==> config.mk <==
export PLATFORM = sky130hd
export DESIGN_NAME = i2cApbTop
export DESIGN_NICKNAME = d
export VERILOG_FILES = /design/src/rtl/i2cPkg.sv /design/src/rtl/syncFifo.sv /design/src/rtl/apbRegs.sv /design/src/rtl/i2cMaster.sv /design/src/rtl/i2cApbTop.sv
export SDC_FILE = /design/constraint.sdc
export NUM_CORES = 1
export LEC_CHECK = 0
export BUFFER_PORTS_ARGS = -buffer_cell sky130_fd_sc_hd__buf_2
export CORE_MARGIN = 8
export CORE_UTILIZATION = 25
export CTS_CLUSTER_SIZE = 8
export DETAILED_ROUTE_END_ITERATION = 6
export GPL_TIMING_DRIVEN = 0
export PLACE_DENSITY = 0.51
export SLEW_MARGIN = 15
export SYNTH_ARGS = -nofsm -noshare
export SYNTH_HDL_FRONTEND = slang
export SYNTH_HIERARCHICAL = 1
export SYNTH_SLANG_ARGS = --single-unit
export TNS_END_PERCENT = 20
==> constraint.sdc <==
create_clock -name PCLK -period 3.82 [get_ports PCLK]
set_input_delay 0.191 -clock PCLK [delete_from_list [all_inputs] [get_ports PCLK]]
set_output_delay 0.191 -clock PCLK [all_outputs]
set_load 0.005 [all_outputs]
==> src/rtl/i2cPkg.sv <==
/*
 * Shared types and register map of the APB I2C master
 * 7-bit addressing only, single master, no slave mode
 * Prescale and timeout are 14 bits wide
 * Status word sits in the low 5 bits of the status register
 */
`default_nettype none

package i2cPkg;

	//////////////////////////////////////////////////
	// Widths
	//////////////////////////////////////////////////

	// Width of the prescale and timeout registers
	localparam int I2C_PRESCALE_W = 14;

	//////////////////////////////////////////////////
	// Commands
	//////////////////////////////////////////////////

	// Command opcodes, PWDATA[10:8] on a TX write
	typedef enum logic [2:0] {
		OP_START_WRITE = 3'd0,
		OP_WRITE       = 3'd1,
		OP_READ_ACK    = 3'd2,
		OP_READ_NACK   = 3'd3,
		OP_STOP        = 3'd4
	} i2cOpE;

	// TX FIFO word
	typedef struct packed {
		i2cOpE      op;
		logic [7:0] data;
	} i2cCmdT;

	// RX FIFO word
	typedef struct packed {
		logic [7:0] data;
	} i2cRxT;

	// Bus timing config, prescale is the quarter-bit period minus one
	typedef struct packed {
		logic [I2C_PRESCALE_W-1:0] prescale;
		logic [I2C_PRESCALE_W-1:0] timeout;
	} i2cCfgT;

	// Status word, busy in bit 4 down to rxEmpty in bit 0
	typedef struct packed {
		logic busy;
		logic error;
		logic txEmpty;
		logic txFull;
		logic rxEmpty;
	} i2cStatT;

	//////////////////////////////////////////////////
	// Register map
	//////////////////////////////////////////////////

	localparam logic [31:0] ADDR_TX   = 32'd0;
	localparam logic [31:0] ADDR_RX   = 32'd4;
	localparam logic [31:0] ADDR_CFG  = 32'd8;
	localparam logic [31:0] ADDR_TMO  = 32'd12;
	localparam logic [31:0] ADDR_STAT = 32'd16;

endpackage

`default_nettype wire

==> src/rtl/syncFifo.sv <==
/*
 * Synchronous FIFO with first-word-fall-through head
 * Any Depth of 1 or more, power of two not needed
 * Push into full and pop from empty are ignored
 * headData is only meaningful while empty is low
 */
`timescale 1ns/1ps
`default_nettype none

module syncFifo #(
	parameter int  Depth = 8,
	parameter type DataT = logic [7:0]
) (
	input  logic PCLK,
	input  logic PRESETn,
	input  logic push,
	input  DataT pushData,
	input  logic pop,
	output DataT headData,
	output logic empty,
	output logic full
);

	localparam int PtrW = (Depth > 1) ? $clog2(Depth) : 1;
	localparam int CntW = $clog2(Depth + 1);

	DataT mem [Depth];
	logic [PtrW-1:0] wrPtr;
	logic [PtrW-1:0] rdPtr;
	logic [CntW-1:0] count;
	logic doPush;
	logic doPop;

	// Wrap at Depth, not at the pointer width
	function automatic logic [PtrW-1:0] nextPtr(input logic [PtrW-1:0] ptr);
		return (ptr == PtrW'(Depth - 1)) ? '0 : ptr + 1'b1;
	endfunction

	assign doPush = push && !full;
	assign doPop  = pop && !empty;

	// Pointers and occupancy
	always_ff @(posedge PCLK)
	begin
		if (!PRESETn)
		begin
			wrPtr <= '0;
			rdPtr <= '0;
			count <= '0;
		end
		else
		begin
			if (doPush)
				wrPtr <= nextPtr(wrPtr);
			if (doPop)
				rdPtr <= nextPtr(rdPtr);
			if (doPush && !doPop)
				count <= count + 1'b1;
			else if (doPop && !doPush)
				count <= count - 1'b1;
		end
	end

	// Storage
	always_ff @(posedge PCLK)
	begin
		if (doPush)
			mem[wrPtr] <= pushData;
	end

	assign headData = mem[rdPtr];
	assign empty = (count == '0);
	assign full  = (count == CntW'(Depth));

endmodule

`default_nettype wire

==> src/rtl/apbRegs.sv <==
/*
 * APB3 slave for the I2C master
 * Zero wait states, PREADY is high in every access phase
 * PSLVERR on unmapped address, TX write when full, RX read when empty,
 * or any access while the error is set (status write excepted)
 * A failing access changes no state
 * Error is sticky until the host writes the status address
 */
`timescale 1ns/1ps
`default_nettype none

module apbRegs (
	input  logic                PCLK,
	input  logic                PRESETn,
	// APB side
	input  logic                PSEL,
	input  logic                PENABLE,
	input  logic                PWRITE,
	input  logic [31:0]         PADDR,
	input  logic [31:0]         PWDATA,
	output logic [31:0]         PRDATA,
	output logic                PREADY,
	output logic                PSLVERR,
	// FIFO side
	input  i2cPkg::i2cRxT       rxHead,
	input  logic                txEmpty,
	input  logic                txFull,
	input  logic                rxEmpty,
	output logic                txPush,
	output i2cPkg::i2cCmdT      txCmd,
	output logic                rxPop,
	// Engine side
	input  logic                busy,
	input  logic                errSet,
	output i2cPkg::i2cCfgT      cfg,
	// Interrupts
	output logic                intTx,
	output logic                intRx
);

	logic access;
	logic isTx, isRx, isCfg, isTmo, isStat;
	logic mapped;
	logic statClear;
	logic accErr;
	logic goodAcc;
	logic errSticky;
	i2cPkg::i2cCfgT cfgReg;
	i2cPkg::i2cStatT stat;

	//////////////////////////////////////////////////
	// Access decode
	//////////////////////////////////////////////////

	// Access phase only, no wait states
	assign access = PSEL && PENABLE;
	assign PREADY = access;

	assign isTx   = (PADDR == i2cPkg::ADDR_TX);
	assign isRx   = (PADDR == i2cPkg::ADDR_RX);
	assign isCfg  = (PADDR == i2cPkg::ADDR_CFG);
	assign isTmo  = (PADDR == i2cPkg::ADDR_TMO);
	assign isStat = (PADDR == i2cPkg::ADDR_STAT);
	assign mapped = isTx || isRx || isCfg || isTmo || isStat;

	// Status write is the way out of a sticky error
	assign statClear = access && PWRITE && isStat;

	// All slave error decisions in one place
	assign accErr = !mapped
		|| (PWRITE && isTx && txFull)
		|| (!PWRITE && isRx && rxEmpty)
		|| (errSticky && !statClear);

	assign PSLVERR = access && accErr;
	assign goodAcc = access && !accErr;

	// FIFO strobes only on a clean access
	assign txPush = goodAcc && PWRITE && isTx;
	assign rxPop  = goodAcc && !PWRITE && isRx;
	assign txCmd  = i2cPkg::i2cCmdT'(PWDATA[10:0]);

	//////////////////////////////////////////////////
	// Config, timeout and sticky error
	//////////////////////////////////////////////////

	always_ff @(posedge PCLK)
	begin
		if (!PRESETn)
		begin
			cfgReg <= '0;
		end
		else if (goodAcc && PWRITE)
		begin
			if (isCfg)
				cfgReg.prescale <= PWDATA[i2cPkg::I2C_PRESCALE_W-1:0];
			if (isTmo)
				cfgReg.timeout <= PWDATA[i2cPkg::I2C_PRESCALE_W-1:0];
		end
	end

	assign cfg = cfgReg;

	// Engine error wins over a clear in the same cycle
	always_ff @(posedge PCLK)
	begin
		if (!PRESETn)
			errSticky <= 1'b0;
		else if (errSet)
			errSticky <= 1'b1;
		else if (statClear)
			errSticky <= 1'b0;
	end

	//////////////////////////////////////////////////
	// Read mux
	//////////////////////////////////////////////////

	assign stat = '{busy: busy, error: errSticky, txEmpty: txEmpty,
		txFull: txFull, rxEmpty: rxEmpty};

	always_comb
	begin
		case (PADDR)
			i2cPkg::ADDR_RX:   PRDATA = {24'd0, rxHead};
			i2cPkg::ADDR_CFG:  PRDATA = 32'(cfgReg.prescale);
			i2cPkg::ADDR_TMO:  PRDATA = 32'(cfgReg.timeout);
			i2cPkg::ADDR_STAT: PRDATA = {27'd0, stat};
			// TX is write only
			default:           PRDATA = 32'd0;
		endcase
	end

	// Interrupts follow the empty flags
	assign intTx = txEmpty;
	assign intRx = rxEmpty;

endmodule

`default_nettype wire

==> src/rtl/i2cMaster.sv <==
/*
 * I2C bit engine fed from the TX command FIFO
 * One bit is four quarters of prescale+1 cycles, SCL low then high
 * A quarter with SCL released stalls while a slave holds SCL low
 * Error on NACK, stretch timeout or RX overflow, then stop and
 * drop commands up to and including the next OP_STOP
 * sclIn and sdaIn must be synchronous to PCLK
 */
`timescale 1ns/1ps
`default_nettype none

module i2cMaster (
	input  logic           PCLK,
	input  logic           PRESETn,
	input  i2cPkg::i2cCfgT cfg,
	// Command FIFO
	input  i2cPkg::i2cCmdT cmd,
	input  logic           cmdEmpty,
	output logic           cmdPop,
	// Receive FIFO
	input  logic           rxFull,
	output logic           rxPush,
	output i2cPkg::i2cRxT  rxData,
	// Status
	output logic           busy,
	output logic           errSet,
	// Open-drain pins, Oe high pulls low
	input  logic           sclIn,
	input  logic           sdaIn,
	output logic           sclOe,
	output logic           sdaOe
);

	typedef enum logic [2:0] {IDLE, START, BIT, ACK, STOP, HOLD} stateE;

	stateE state;
	logic [1:0] quarter;
	logic [i2cPkg::I2C_PRESCALE_W-1:0] qCnt;
	logic [i2cPkg::I2C_PRESCALE_W-1:0] stretchCnt;
	logic [2:0] bitCnt;
	logic [7:0] shiftReg;
	logic isRead;
	logic ackOut;
	logic drop;
	logic stall;
	logic tick;
	logic timedOut;

	// Slave holding SCL low while we released it
	assign stall = (state != IDLE) && (state != HOLD) && !sclOe && !sclIn;
	assign tick = !stall && (qCnt == cfg.prescale);
	// timeout+1 stall cycles
	assign timedOut = stall && (stretchCnt == cfg.timeout);

	assign cmdPop = ((state == IDLE) || (state == HOLD)) && !cmdEmpty;
	assign busy = (state != IDLE) || !cmdEmpty;

	//////////////////////////////////////////////////
	// Quarter timing and stretch counter
	//////////////////////////////////////////////////

	always_ff @(posedge PCLK)
	begin
		if (!PRESETn)
		begin
			qCnt <= '0;
			quarter <= 2'd0;
			stretchCnt <= '0;
		end
		else
		begin
			stretchCnt <= stall ? stretchCnt + 1'b1 : '0;
			if ((state == IDLE) || (state == HOLD) || timedOut)
			begin
				qCnt <= '0;
				quarter <= 2'd0;
			end
			else if (tick)
			begin
				qCnt <= '0;
				quarter <= quarter + 2'd1;
			end
			else if (!stall)
				qCnt <= qCnt + 1'b1;
		end
	end

	//////////////////////////////////////////////////
	// Byte data path
	//////////////////////////////////////////////////

	always_ff @(posedge PCLK)
	begin
		if (cmdPop)
		begin
			shiftReg <= cmd.data;
			isRead <= (cmd.op == i2cPkg::OP_READ_ACK) || (cmd.op == i2cPkg::OP_READ_NACK);
			ackOut <= (cmd.op == i2cPkg::OP_READ_ACK);
		end
		// Sample mid-high, also recirculates the write byte
		else if ((state == BIT) && tick && (quarter == 2'd2))
			shiftReg <= {shiftReg[6:0], sdaIn};
		if ((state == ACK) && tick && (quarter == 2'd2))
			rxData <= i2cPkg::i2cRxT'(shiftReg);
	end

	//////////////////////////////////////////////////
	// Control FSM
	//////////////////////////////////////////////////

	always_ff @(posedge PCLK)
	begin
		if (!PRESETn)
		begin
			state <= IDLE;
			bitCnt <= 3'd0;
			drop <= 1'b0;
			sclOe <= 1'b0;
			sdaOe <= 1'b0;
			rxPush <= 1'b0;
			errSet <= 1'b0;
		end
		else
		begin
			rxPush <= 1'b0;
			errSet <= 1'b0;
			if (timedOut)
			begin
				// Give up, stop once, a timeout inside stop just frees the bus
				errSet <= 1'b1;
				drop <= 1'b1;
				sdaOe <= 1'b0;
				sclOe <= (state != STOP);
				state <= (state == STOP) ? IDLE : STOP;
			end
			else
			begin
				case (state)
					IDLE:
						if (!cmdEmpty)
						begin
							if (drop)
							begin
								if (cmd.op == i2cPkg::OP_STOP)
									drop <= 1'b0;
							end
							else if (cmd.op == i2cPkg::OP_START_WRITE)
								state <= START;
							// Data on a free bus is a host error
							else if (cmd.op != i2cPkg::OP_STOP)
							begin
								errSet <= 1'b1;
								drop <= 1'b1;
							end
						end
					// Bus owned, SCL held low
					HOLD:
						if (!cmdEmpty)
						begin
							case (cmd.op)
								i2cPkg::OP_START_WRITE: state <= START;
								i2cPkg::OP_STOP:        state <= STOP;
								default:
								begin
									state <= BIT;
									bitCnt <= 3'd7;
								end
							endcase
						end
					// Start or repeated start
					START:
						if (tick)
						begin
							case (quarter)
								2'd0: sdaOe <= 1'b0;
								2'd1: sclOe <= 1'b0;
								2'd2: sdaOe <= 1'b1;
								default:
								begin
									sclOe <= 1'b1;
									bitCnt <= 3'd7;
									state <= BIT;
								end
							endcase
						end
					// MSB first
					BIT:
						if (tick)
						begin
							case (quarter)
								2'd0: sdaOe <= isRead ? 1'b0 : !shiftReg[7];
								2'd1: sclOe <= 1'b0;
								2'd2: ;
								default:
								begin
									sclOe <= 1'b1;
									if (bitCnt == 3'd0)
										state <= ACK;
									else
										bitCnt <= bitCnt - 3'd1;
								end
							endcase
						end
					ACK:
						if (tick)
						begin
							case (quarter)
								2'd0: sdaOe <= isRead && ackOut;
								2'd1: sclOe <= 1'b0;
								2'd2:
									if (isRead ? rxFull : sdaIn)
									begin
										// Overflow or NACK
										errSet <= 1'b1;
										drop <= 1'b1;
									end
									else
										rxPush <= isRead;
								default:
								begin
									sclOe <= 1'b1;
									state <= drop ? STOP : HOLD;
								end
							endcase
						end
					// SDA rises while SCL is high
					STOP:
						if (tick)
						begin
							case (quarter)
								2'd0: sdaOe <= 1'b1;
								2'd1: sclOe <= 1'b0;
								2'd2: sdaOe <= 1'b0;
								default: state <= IDLE;
							endcase
						end
					default: state <= IDLE;
				endcase
			end
		end
	end

endmodule

`default_nettype wire

==> src/rtl/i2cApbTop.sv <==
/*
 * APB3 attached I2C master, top level
 * TxDepth and RxDepth set the command and receive FIFO sizes
 * Pins are open drain, the board provides pull-ups
 */
`timescale 1ns/1ps
`default_nettype none

module i2cApbTop #(
	parameter int TxDepth = 8,
	parameter int RxDepth = 8
) (
	input  logic        PCLK,
	input  logic        PRESETn,
	input  logic        PSEL,
	input  logic        PENABLE,
	input  logic        PWRITE,
	input  logic [31:0] PADDR,
	input  logic [31:0] PWDATA,
	output logic [31:0] PRDATA,
	output logic        PREADY,
	output logic        PSLVERR,
	output logic        sclOe,
	output logic        sdaOe,
	input  logic        sclIn,
	input  logic        sdaIn,
	output logic        intTx,
	output logic        intRx
);

	// Command path
	i2cPkg::i2cCmdT txCmd;
	i2cPkg::i2cCmdT txHead;
	logic txPush, txPop, txEmpty, txFull;
	// Receive path
	i2cPkg::i2cRxT rxData;
	i2cPkg::i2cRxT rxHead;
	logic rxPush, rxPop, rxEmpty, rxFull;
	// Engine control
	i2cPkg::i2cCfgT cfg;
	logic busy, errSet;

	apbRegs regs (
		.PCLK(PCLK), .PRESETn(PRESETn),
		.PSEL(PSEL), .PENABLE(PENABLE), .PWRITE(PWRITE),
		.PADDR(PADDR), .PWDATA(PWDATA),
		.PRDATA(PRDATA), .PREADY(PREADY), .PSLVERR(PSLVERR),
		.rxHead(rxHead), .txEmpty(txEmpty), .txFull(txFull), .rxEmpty(rxEmpty),
		.txPush(txPush), .txCmd(txCmd), .rxPop(rxPop),
		.busy(busy), .errSet(errSet), .cfg(cfg),
		.intTx(intTx), .intRx(intRx)
	);

	// Host to engine
	syncFifo #(.Depth(TxDepth), .DataT(i2cPkg::i2cCmdT)) txFifo (
		.PCLK(PCLK), .PRESETn(PRESETn),
		.push(txPush), .pushData(txCmd), .pop(txPop),
		.headData(txHead), .empty(txEmpty), .full(txFull)
	);

	// Engine to host
	syncFifo #(.Depth(RxDepth), .DataT(i2cPkg::i2cRxT)) rxFifo (
		.PCLK(PCLK), .PRESETn(PRESETn),
		.push(rxPush), .pushData(rxData), .pop(rxPop),
		.headData(rxHead), .empty(rxEmpty), .full(rxFull)
	);

	i2cMaster engine (
		.PCLK(PCLK), .PRESETn(PRESETn), .cfg(cfg),
		.cmd(txHead), .cmdEmpty(txEmpty), .cmdPop(txPop),
		.rxFull(rxFull), .rxPush(rxPush), .rxData(rxData),
		.busy(busy), .errSet(errSet),
		.sclIn(sclIn), .sdaIn(sdaIn), .sclOe(sclOe), .sdaOe(sdaOe)
	);

endmodule

`default_nettype wire

Yosys cells after proc, flatten, opt, wreduce, memory -nomap -nowiden
Memory sizes are Yosys's and may differ from the RTL's. A register that Yosys moved wholly into a read port is not among the register bits.
Index checks and enable logic that the tools add are counted.
{ "op_classes": {"add_sub_neg": 12, "n_mul": 0, "div_mod_pow": 0, "n_lt_le_gt_ge": 0, "n_eq_ne": 56, "n_shift": 0, "muxes": 81, "bitwise": 5, "n_reduce_logical": 92} }
{ "op_table": {"columns": ["op", "count"], "rows": [
  ["$mux 3", 30],
  ["$eq 32x4->1 const B", 2],
  ["$pmux 14 s4", 1],
  ["$mux 1", 34],
  ["$logic_and 1x1->1", 33],
  ["$eq 32x3->1 const B", 1],
  ["$eq 32x5->1 const B", 1],
  ["$logic_not 32->1", 1],
  ["$ne 3x2->1 const B", 10],
  ["$add 14x1->14 const B", 2],
  ["$eq 14x14->1", 2],
  ["$eq 3x3->1 const B", 7],
  ["$ne 3x1->1 const B", 7],
  ["$ne 3x3->1 const B", 6],
  ["$pmux 3 s6", 1],
  ["$reduce_and 9->1", 2],
  ["$logic_not 1->1", 16],
  ["$mux 4", 4],
  ["$mux 8", 2],
  ["$ne 2x2->1 const B", 7],
  ["$reduce_and 13->1", 1],
  ["$add 3x1->3 const B", 4],
  ["$eq 3x2->1 const B", 4],
  ["$pmux 1 s2", 6],
  ["other kinds (25)", 62]
]} }
{ "totals": {"ff_bits": 108, "latchBits": 0, "ram_bits": 152, "romBits": 0, "inputBits": 71, "output_inout_bits": 38, "wordCells": 271, "mem_count": 2} }
{ "memory_table": {"columns": ["memory", "words", "width", "read_ports", "rd_clocked_by_memory_dff", "wr", "line", "text"], "rows": [
  ["txFifo.mem", 8, 11, 1, 1, 1, "syncFifo.sv:27", "DataT mem [Depth];"],
  ["rxFifo.mem", 8, 8, 1, 1, 1, "syncFifo.sv:27", null]
]} }

Longest topological paths before layout
Gate-level depths: netlist of the first run.
{ "logic_depth": {"word_depth": 18, "depth_mapped": 14, "depth_no_buf": 13} }

Cells and area by module
Netlist of the first run, hierarchy kept.
{ "modules_own_cells": {"columns": ["mod", "n_inst", "cells_per_inst", "area_each_um2", "seq_area_each_um2"], "rows": [
  ["syncFifo at txFifo", 1, 202, 4087.7, 2902.8],
  ["i2cMaster", 1, 343, 3288.2, 1361.3],
  ["syncFifo at rxFifo", 1, 169, 3180.6, 2182.1],
  ["apbRegs", 1, 230, 1886.8, 580.6]
]} }

Worst setup path after synthesis of the first run
Ideal clock, no wire load.
{ "synth_timing": {"path_kind": "reg2reg", "from": "register txFifo.count[1]", "to": "register rxFifo.count[3]", "setup_time_ns": 0.072, "t_arrival_ns": 2.987, "t_required_ns": 3.748, "setup_slack_ns": 0.762, "stages_incl_launch_ff": 14, "path_buffers": 0, "synth_period_minus_slack_ns": 3.058, "cell_sequence": "dfxtp_1 nor3_2 and2_1 and3_1 a311oi_1 nor4bb_1 o41ai_4 ha_1 inv_1 ha_1 a21oi_1 a211oi_1 a31oi_1 mux2i_1"} }
{ "synth_between": {"elab_chain_len": 13, "word_cells_on_any_way": 15, "classes_between": "1 x eq/ne; 1 x mux; 13 x reduce/logical"} }
{ "synth_rtl": {"columns": ["element", "line", "text"], "rows": [
  ["start, declared", "syncFifo.sv:30", "logic [CntW-1:0] count;"],
  ["start signal, assigned", "syncFifo.sv:58", "count <= count + 1'b1;"],
  ["start signal, assigned", "syncFifo.sv:60", "count <= count - 1'b1;"],
  ["$eq 4x4->1 *", "syncFifo.sv:73", "assign full = (count == CntW'(Depth));"],
  ["net txFull", "i2cApbTop.sv:34", "logic txPush, txPop, txEmpty, txFull;"],
  ["$logic_and 1x1->1 *", "apbRegs.sv:71", "|| (PWRITE && isTx && txFull)"],
  ["$logic_or 1x1->1 *", "apbRegs.sv:71", null],
  ["$logic_or 1x1->1 *", "apbRegs.sv:72", "|| (!PWRITE && isRx && rxEmpty)"],
  ["$logic_or 1x1->1 *", "apbRegs.sv:73", "|| (errSticky && !statClear);"],
  ["$logic_not 1->1 *", "apbRegs.sv:76", "assign goodAcc = access && !accErr;"],
  ["$logic_and 1x1->1 *", "apbRegs.sv:76", null],
  ["$logic_and 1x1->1 * (2 in a row)", "apbRegs.sv:80", "assign rxPop = goodAcc && !PWRITE && isRx;"],
  ["net rxPop", "i2cApbTop.sv:38", "logic rxPush, rxPop, rxEmpty, rxFull;"],
  ["$logic_and 1x1->1 *", "syncFifo.sv:40", "assign doPop = pop && !empty;"],
  ["$logic_not 1->1", "syncFifo.sv:57", "if (doPush && !doPop)"],
  ["$logic_and 1x1->1", "syncFifo.sv:57", null],
  ["$mux 4 or $reduce_bool 2->1 (tied branches)", null, null],
  ["end signal, assigned", "syncFifo.sv:58", null],
  ["end signal, assigned", "syncFifo.sv:60", null],
  ["end, declared", "syncFifo.sv:30", null]
]} }
The timed path passes the listed nets; every way through them passes the cells marked *.
A chain may end at the register's enable or synchronous reset.

Worst setup path in the final report of the first run
{ "layout_timing": {"from": "register txFifo.count[0]", "to": "register rxFifo.count[3]"} }
Same word-level chain as after synthesis.

==> results of run 1 <==
final cells by class:
type	instances	area (sq um)	share of cell area
antenna	1	2.50	0.000166
buffer	74	507	0.0336
clock buffer	65	1100	0.0732
clock inverter	3	55.1	0.00365
inverter	18	67.6	0.00448
multi-input combinational	603	4990	0.331
sequential	266	7030	0.466
tap	664	831	0.0551
timing repair buffer	88	499	0.0331
path summary, 6_finish.rpt:
| kind | startpoint | cells after the start | end |
|---|---|---|---|
| hold reg to reg | engine/shiftReg[1] | 0 | engine/rxData[1] |
| setup / recovery | txFifo/count[0] | 13 | rxFifo/count[3] |
| setup reg to reg | txFifo/count[0] | 13 | rxFifo/count[3] |
| hold / removal | sdaIn | 2 | engine/shiftReg[0] |
Yosys cell counts, drive strengths merged (3+ instances only):
master | count | area share
a21boi | 8 | 0.0048
and2 | 9 | 0.0045
or2 | 4 | 0.0020
inv | 18 | 0.0054
edfxtp | 170 | 0.41
or3 | 7 | 0.0035
a21oi | 23 | 0.0093
and3 | 12 | 0.0060
and4 | 5 | 0.0035
mux4 | 38 | 0.080
nor4b | 3 | 0.0026
a41oi | 4 | 0.0028
o21ai | 13 | 0.0055
xor2 | 32 | 0.023
nand2 | 83 | 0.025
o41ai | 3 | 0.0051
nand3 | 17 | 0.0082
nor3b | 5 | 0.0034
nor4 | 16 | 0.0098
nor2b | 13 | 0.0065
a211oi | 4 | 0.0024
nand4b | 3 | 0.0021
nand2b | 9 | 0.0045
ha | 22 | 0.022
xnor2 | 27 | 0.019
a221oi | 4 | 0.0028
buf | 54 | 0.035
clkbuf | 20 | 0.0060
o31ai | 3 | 0.0022
mux2 | 28 | 0.025
nand4 | 13 | 0.0065
a31oi | 3 | 0.0015
mux2i | 52 | 0.042
nor2 | 69 | 0.021
dfxtp | 96 | 0.15
nor3 | 31 | 0.014
power groups by stage:
stage / Sequential (mW) / Combinational [mW] / Clock [mW]
floorplan: 3.17 / 0.405 / 0
global placement: 3.19 / 0.567 / 0
detailed placement: 3.19 / 0.575 / 0
CTS: 3.13 / 0.585 / 3.27
global route: 3.14 / 0.651 / 3.39
finish: 3.13 / 0.587 / 3.19
metrics by stage:
stage,setup WS [ns],utilization
global placement,-1.11,0.279
floorplan,0.762,-
global route,0.115,0.308
CTS,0.0871,0.307
detailed placement,-0.301,0.282
finish,0.329,0.308
cells by family after synthesis:
family | synth area share
AO/OA/AOI/OAI | 0.0485
XOR/XNOR | 0.0421
adder cells (fa/ha/maj) | 0.0253
buffers and inverters | 0.0462
flip-flops | 0.565
multiplexers | 0.147
other | 0.000301
AND/OR/NAND/NOR | 0.126
sequential cells by signal (all words and copies together), names as in the netlist, named ones only:
name and count:
txFifo/mem 88, rxFifo/mem 64, regs/cfg 28, engine/qCnt 14
engine/stretchCnt 14, engine/rxData 8, engine/shiftReg 8, rxFifo/count 4
txFifo/count 4, engine/bitCnt 3, engine/state 3, rxFifo/rdPtr 3
rxFifo/wrPtr 3, txFifo/rdPtr 3, txFifo/wrPtr 3, engine/quarter 2
engine/ackOut 1, engine/drop 1, engine/errSet 1, engine/isRead 1
engine/rxPush 1, engine/sclOe 1, engine/sdaOe 1, regs/errSticky 1
routing by layer:
layer,share of wire,vias up,GRT usage
met5,0,-,0
met3,0.031,45,0.0173
met2,0.49,118,0.181
li1,-,3784,-
met1,0.46,3885,0.136
met4,0.015,0,0.0235
what timing repair did:
item                       4_1_cts  5_1_grt
gates resized for setup          1        1
setup endpoints to repair        1        1
hold buffers                     7        0
buffers inserted                 0        0
hold endpoints to repair        13        0
pin swaps                        0        0
worst max-delay path, stage by stage (launching register included):
cell and delay (ns):
dfxtp_1 0.53, nor3_2 0.07, and2_1 0.23, and3_1 0.17
a311oi_1 0.33, nor4bb_4 0.52, o41ai_4 0.21, ha_1 0.24
inv_1 0.13, ha_1 0.28, a21oi_1 0.21, a211oi_1 0.10
a31oi_1 0.20, mux2i_1 0.19
==> impl_metrics.toml, run 1 <==
[setup_path]
worstPathRequired_ns = 4.27
crit_path_start_kind = "flop"
cp-end-kind = "flop"
r2r_slack_ns = 0.33
path_class = "flop to flop"
path_max_fanout = 6
arrival_ns = 3.94

[finish]
final_common_cell = "edfxtp_1"
stdcell_count = 1782
design_area_sq_um = 15100
drive_above_1_share = 0.216
mostFrequentLayoutCells = "170 x edfxtp_1, 96 x dfxtp_1, 83 x nand2_1, 80 x buf_2, 65 x nor2_1"
nets = 1185
area_growth_pct = 21.2
nFillCells = 4999

[sta]
tightest_slew_ns = 1.00
setup_tns_ns = 0
fin_crit_ns = 3.49
skew_ns = 0.0225
finalHoldViolations = 0
fin_worst_hold_slack_ns = 0.0217
fin_crit_sh = 0.914
setup_viol = 0
timing.fmax_ghz = 0.286
slew-limit-headroom = 0.327
rsz0062_at_grt = "no"
slew_violations = 0

[synthesis]
ys.flop_type = "edfxtp_1"
synth_area_sq_um = 12400
synth_edf_count = 170
synthCells = 944
yosysSeqAreaShare = 0.565
synth.avg_cell_area_sq_um = 13.2
ys_ff_latch = 266
ys_warn_count = 6
ys_types = 75
async_flop_share = 0

[route]
drc = 0
vias = 7832
via_per_inst = 4.40
routedWlPerCell_microns = 17.3
drt_iter0_markers = 470
wirelength_microns = 30700
ant_nets = 0
dr.pass1.iters = 5

[clock_tree]
root_buffer = "clkbuf_16"
clk_latency_ns = 0.52
clock-sinks = 266
cts_htree_levels = 2
clockBufferDepth = 3
path_clk_slew_ns = 0.05
numCtsBuffers = 39
cts_tree = "yes"

[grt]
grt_pass1_vias = 8022
grtUsageTotal = 0.104
grt_start_max_net_pins = 13
overflow = 0
antenna_found_initial = 1
grt_pass1_wl_microns = 47000

[floorplanning]
die-area_sq_um = 57200
initial_core_util = 0.254
boundaryPins = 109
die_w_microns = 239
core_area_sq_um = 49100
die_h_microns = 239
rows = 81

[power_and_ir_drop]
power.switching_mw = 1.62
seqPwrFrac = 0.453
swShare = 0.235
ir_drop_mv = 0.269
p_int_mw = 5.29
total_power_mw = 6.91
p_leak_nw = 5.47
p_per_area_nw_per_um2 = 458
clockPowerShare = 0.462
comb_power_share = 0.085

[placed_design]
post_dp_cell_area_sq_um = 13800
hpwl_microns = 22600
port_buffers = 71
gp_congestion = 0.785
placed_cells = 1706

[run_status]
status = "complete, no violations"

[hold_path]
hold_path_class = "primary input to flop"

[run]
max_cap_violations = 0
Power figures use the tool's default switching activity.
==> inputs of run 2 (changes only) <==
--- a/config.mk
+++ b/config.mk
@@ -11,7 +11,8 @@
 export CTS_CLUSTER_SIZE = 8
 export DETAILED_ROUTE_END_ITERATION = 6
 export GPL_TIMING_DRIVEN = 0
-export PLACE_DENSITY = 0.51
+export PLACE_DENSITY = 0.39
+export SKIP_CTS_REPAIR_TIMING = 1
 export SLEW_MARGIN = 15
 export SYNTH_ARGS = -nofsm -noshare
 export SYNTH_HDL_FRONTEND = slang
==> run 2 against run 1 <==
The flow now finishes with violations (hold timing); non-clock buffer count up 3; count of clock-buffer cells in the layout did not move; via count decreased by 1.1%; largest power group unchanged.
==> impl_metrics.toml, run 2 (synthesis gave the netlist of run 1 again) <==
[run_status]
status = "complete, but fails checks"
violations = "hold timing"

[sta]
fin_crit_sh = 0.902
rsz0062_at_grt = "no"
setup_tns_ns = 0
skew_ns = 0.0238
slew-limit-headroom = 0.309
fin_crit_ns = 3.45
fin_worst_hold_slack_ns = -0.0143
slew_violations = 0
setup_viol = 0
tightest_slew_ns = 1.03
finalHoldViolations = 2
timing.fmax_ghz = 0.290

[hold_path]
min_to = "regs/cfg[10]"
hold_path_class = "primary input to flop"
min_from = "PWDATA[10]"
hold_depth = 3

[placed_design]
placed_cells = 1710
port_buffers = 71
gp_congestion = 0.747
hpwl_microns = 24300

[setup_path]
r2r_slack_ns = 0.37
path_class = "flop to flop"
crit_top_cell = "ha_1"
regToRegStartpoint = "txFifo/count[0]"
crit_path_start_kind = "flop"
path_max_fanout = 6
cp_cell_sequence = "nor3_2 > and2_1 > and3_1 > a311oi_1 > nor4bb_4 > o41ai_4 > ha_1 > inv_1 > ha_1 > a21oi_1 > a211oi_1 > a31oi_1 > mux2i_1"
r2r_cells = 13
arrival_ns = 3.90
slowest_stage = "dfxtp_1"
worstReg2RegEnd = "rxFifo/count[3]"
cp_slowest_stage_delay_ns = 0.56
cp-end-kind = "flop"
worstPathRequired_ns = 4.27

[finish]
stdcell_count = 1785
largest_reg_flops = 88
final_common_cell = "edfxtp_1"
nFillCells = 5017
drive_above_1_share = 0.218
antenna_cells = 0
regMostFlops = "txFifo/mem"
area_growth_pct = 21.4
mostFrequentLayoutCells = "170 x edfxtp_1, 96 x dfxtp_1, 83 x nand2_1, 80 x buf_2, 65 x nor2_1"
nets = 1188

[route]
via_per_inst = 4.34
drt_iter0_markers = 546
dr.pass1.iters = 4
drc = 0
routedWlPerCell_microns = 18.5
wirelength_microns = 33000
vias = 7749
ant_nets = 0

[floorplanning]
boundaryPins = 109
die_h_microns = 239
rows = 81
die_w_microns = 239
initial_core_util = 0.254
core_area_sq_um = 49100
die-area_sq_um = 57200

[clock_tree]
clock-sinks = 266
numCtsBuffers = 39
clockBufferDepth = 3
root_buffer = "clkbuf_16"
cts_tree = "yes"
clk_latency_ns = 0.53
path_clk_slew_ns = 0.06
cts_htree_levels = 2

[power_and_ir_drop]
p_leak_nw = 5.48
p_per_area_nw_per_um2 = 461
ir_drop_mv = 0.266

[grt]
grt_start_max_net_pins = 13
grt_pass1_wl_microns = 49400
antenna_found_initial = 0
grtUsageTotal = 0.113
overflow = 0
grt_pass1_vias = 7853

[run]
max_cap_violations = 0
run 2: final cells by class:
type,count,area [sq um],share of cell area
Multi-Input combinational cell,603,4990,0.330
Tap cell,664,831,0.0550
Timing Repair Buffer,91,527,0.0349
Clock buffer,65,1070,0.0710
Clock inverter,4,85.1,0.00563
Sequential cell,266,7030,0.465
Buffer,74,507,0.0335
Inverter,18,67.6,0.00447
run 2: worst max-delay path by stage:
stage,start,end,slack [ns],cells after the start
2_1_floorplan,txFifo/count[1],rxFifo/count[3],0.76,13
3_3_place_gp,PADDR[9],txFifo/mem[0][6],-1.17,8
3_5_place_dp,PADDR[2],rxFifo/count[3],-0.28,13
4_1_cts,txFifo/count[1],rxFifo/count[3],-0.16,13
5_1_grt,txFifo/count[0],rxFifo/count[3],0.09,13
6_report,txFifo/count[0],rxFifo/count[3],0.37,13
run 2: worst max-delay path, delay by kind of cell, from the launching register on:
family	cells	cell delay [ns]
AO/OA/AOI/OAI	5	1.02
AND/OR/NAND/NOR	4	0.96
flip-flops	1	0.56
adder cells (fa/ha/maj)	2	0.53
multiplexers	1	0.19
buffers and inverters	1	0.13
run 2: metrics by stage:
stage	worst slack [ns]	total power [mW]	cell area (sq um)	hold WS, ns	util
after floorplan	0.762	3.58	12500	0.313	-
after global placement	-1.17	3.77	13700	0.447	0.279
after detailed placement	-0.282	3.77	13900	0.455	0.283
after CTS	-0.159	7.07	15000	-0.0781	0.307
after global routing	0.0907	7.26	15100	0.00816	0.308
final	0.374	6.97	15100	-0.0143	0.308
run 2: report_power, final:
| part | switching [mW] | internal, mW | total, mW | leakage [nW] |
|---|---|---|---|---|
| Sequential | 0.0479 | 3.09 | 3.13 | 2.30 |
| Combinational | 0.360 | 0.229 | 0.589 | 2.63 |
| Clock | 1.27 | 1.98 | 3.25 | 0.548 |
run 2: metal layers:
layer,part of all wire,global-route usage
met1,0.47,0.150
met2,0.48,0.188
met3,0.030,0.0188
met4,0.021,0.0301
met5,0,0
==> inputs of run 3 (changes only) <==
--- a/config.mk
+++ b/config.mk
@@ -12,10 +12,10 @@
 export DETAILED_ROUTE_END_ITERATION = 6
 export GPL_TIMING_DRIVEN = 0
 export PLACE_DENSITY = 0.39
+export RECOVER_POWER = 25
 export SKIP_CTS_REPAIR_TIMING = 1
 export SLEW_MARGIN = 15
 export SYNTH_ARGS = -nofsm -noshare
 export SYNTH_HDL_FRONTEND = slang
-export SYNTH_HIERARCHICAL = 1
 export SYNTH_SLANG_ARGS = --single-unit
 export TNS_END_PERCENT = 20
==> run 3 against run 2 <==
Hold slack improved by 0.063 ns; setup slack improved by 0.094 ns; largest power group is now sequential cells; largest cell class unchanged; critical path type unchanged; via count shrank 2.3%; maximum frequency grew 2.8%; sequential power rose by 7.7%; routed wire length decreased by 4.8%; global-route usage is 0.14 points higher; clock skew about the same; die area shrank 3.8%; the flow now finishes without violations; synthesized cell count is 2.3% lower; sequential share of layout area rose by 2.2 points; final area is 4.6% lower.
==> impl_metrics.toml, run 3 <==
[power_and_ir_drop]
total_power_mw = 7.84
ir_drop_mv = 0.322
seqPwrFrac = 0.429
comb_power_share = 0.172
power.switching_mw = 2.15
clockPowerShare = 0.398
p_per_area_nw_per_um2 = 544
p_int_mw = 5.70
swShare = 0.274
p_leak_nw = 5.06

[clock_tree]
cts_htree_levels = 2
clk_latency_ns = 0.53
cts_tree = "yes"
path_clk_slew_ns = 0.05
clockBufferDepth = 3
root_buffer = "clkbuf_16"
clock-sinks = 266
numCtsBuffers = 39

[sta]
fin_crit_sh = 0.878
timing.fmax_ghz = 0.298
tightest_slew_ns = 0.911
fin_crit_ns = 3.35
finalHoldViolations = 0
rsz0062_at_grt = "no"
setup_viol = 0
fin_worst_hold_slack_ns = 0.0487
slew_violations = 0
slew-limit-headroom = 0.391
worst_slack_ns = 0.468
skew_ns = 0.0242

[setup_path]
r2r_cells = 12
crit_path_start_kind = "flop"
cp-end-kind = "flop"
arrival_ns = 3.79
slowest_stage = "o2111ai_2"
regToRegStartpoint = "txFifo.count[0]"
cp_top_family = "compound AO/OA/AOI/OAI gates"
cp_slowest_stage_delay_ns = 0.43
path_max_fanout = 5
r2r_slack_ns = 0.47
cp_cell_sequence = "nor3_1 > and2_1 > a31oi_2 > o2111ai_2 > ha_1 > inv_1 > ha_1 > a21o_1 > a21oi_1 > xnor2_1 > or3_1 > a21boi_0"
worstReg2RegEnd = "rxFifo.count[3]"
crit_top_cell = "ha_1"
path_class = "flop to flop"
crit_buf_inv = 1
worstPathRequired_ns = 4.26

[synthesis]
synth_most_common_cell = "edfxtp_1"
synthCells = 922
synth_area_leaders = "edfxtp_1 43%, dfxtp_1 16%, mux4_2 5.5%, mux2i_1 2.8%, xor2_1 2.7%"
ys_types = 70
synth_edf_count = 170
yosysTopAreaCellShare = 0.428
async_flop_share = 0
yosysTopAreaCell = "edfxtp_1"
ys_warn_count = 0
synth.avg_cell_area_sq_um = 12.9
ys_ff_latch = 266
synth_common_cells = "170 x edfxtp_1, 96 x dfxtp_1, 76 x nand2_1"
yosysSeqAreaShare = 0.589
ys.flop_type = "edfxtp_1"
synth_area_sq_um = 11900

[finish]
final_common_cell = "edfxtp_1"
drive_above_1_share = 0.201
largest_reg_flops = 88
antenna_cells = 0
mostFrequentLayoutCells = "170 x edfxtp_1, 96 x dfxtp_1, 76 x nand2_1, 74 x buf_2, 68 x nor2_1"
area_growth_pct = 20.8
nets = 1162
regMostFlops = "txFifo.mem"

[placed_design]
gp_congestion = 0.770
place_ws_ns = 0.368
port_buffers = 71
hpwl_microns = 23000

[route]
vias = 7571
dr.pass1.iters = 4
routedWlPerCell_microns = 18.4
drc = 0
wirelength_microns = 31400
via_per_inst = 4.44
ant_nets = 0
drt_iter0_markers = 380

[run]
max_cap_violations = 0

[floorplanning]
die_w_microns = 235
core_area_sq_um = 47400
initial_core_util = 0.252
boundaryPins = 109
die-area_sq_um = 55000
die_h_microns = 235
rows = 80

[hold_path]
min_from = "sclIn"
min_to = "engine.qCnt[1]"
hold_path_class = "primary input to flop"
hold_depth = 4

[grt]
overflow = 0
grtUsageTotal = 0.114
grt_pass1_vias = 7753
antenna_found_initial = 0
grt_pass1_wl_microns = 47700
grt_start_max_net_pins = 12

[run_status]
status = "complete, no violations"
-- run 3: logic make-up after synthesis --
kind of cell / Yosys count / share of synthesized area
other cells: 1 / 0.000314
flops: 266 / 0.589
compound gates: 118 / 0.0654
fa+ha+maj: 24 / 0.0264
xor+xnor: 60 / 0.0440
mux: 77 / 0.110
simple gates: 299 / 0.134
buf+inv: 77 / 0.0319
-- run 3: worst max-delay path by stage --
stage                     from                to  slack (ns)  depth (start not counted)
2_1_floorplan  txFifo.count[0]   rxFifo.count[3]        1.03                         12
3_3_place_gp         PADDR[21]  txFifo.mem[5][9]       -0.49                          8
3_5_place_dp   rxFifo.count[3]   rxFifo.count[3]        0.37                         11
4_1_cts        rxFifo.count[0]   rxFifo.count[3]        0.35                         11
5_1_grt        txFifo.count[0]   rxFifo.count[3]        0.10                         12
6_report       txFifo.count[0]   rxFifo.count[3]        0.47                         12
-- run 3: area by class of cell --
type	instances	area [sq um]
Buffer	54	294
Clock buffer	63	1090
Clock inverter	1	8.76
Fill cell	4854	33000
Inverter	23	86.3
Multi-Input combinational cell	596	4660
Sequential cell	266	7030
Tap cell	615	769
Timing Repair Buffer	87	488
-- run 3: routing by layer --
metal / vias to the layer above / track usage / share of wire
met4: 0 / 0.0268 / 0.014
met1: 3682 / 0.157 / 0.47
li1: 3698 / - / -
met2: 156 / 0.184 / 0.46
met5: - / 0 / 0
met3: 35 / 0.0224 / 0.058
-- run 3: through the flow --
stage	instances	setup TNS (ns)	util	instance area (sq um)
finish	1705	0	0.304	14400
global route	1705	0	0.304	14400
CTS	1701	0	0.303	14400
detailed placement	1637	0	0.280	13300
global placement	1625	-25.81	0.277	13100
floorplan	939	0	-	12000
-- run 3: power groups by stage --
stage                     Combinational (mW)  Sequential (mW)  Clock (mW)
after floorplan                        0.962             3.38           0
after global placement                  1.38             3.43           0
after detailed placement                1.38             3.43           0
after CTS                               1.38             3.37        3.24
after global routing                    1.52             3.39        3.36
final                                   1.35             3.37        3.12
-- run 3: worst register-to-register path, delay by kind of cell (launching register included) --
family / cells / cell delay, ns
AOI/OAI and AO/OA: 5 / 1.16
and+or+nand+nor: 3 / 1.00
adders and majority gates: 2 / 0.56
DFF: 1 / 0.36
buffers and inverters: 1 / 0.10
xor gates and xnor gates: 1 / 0.09
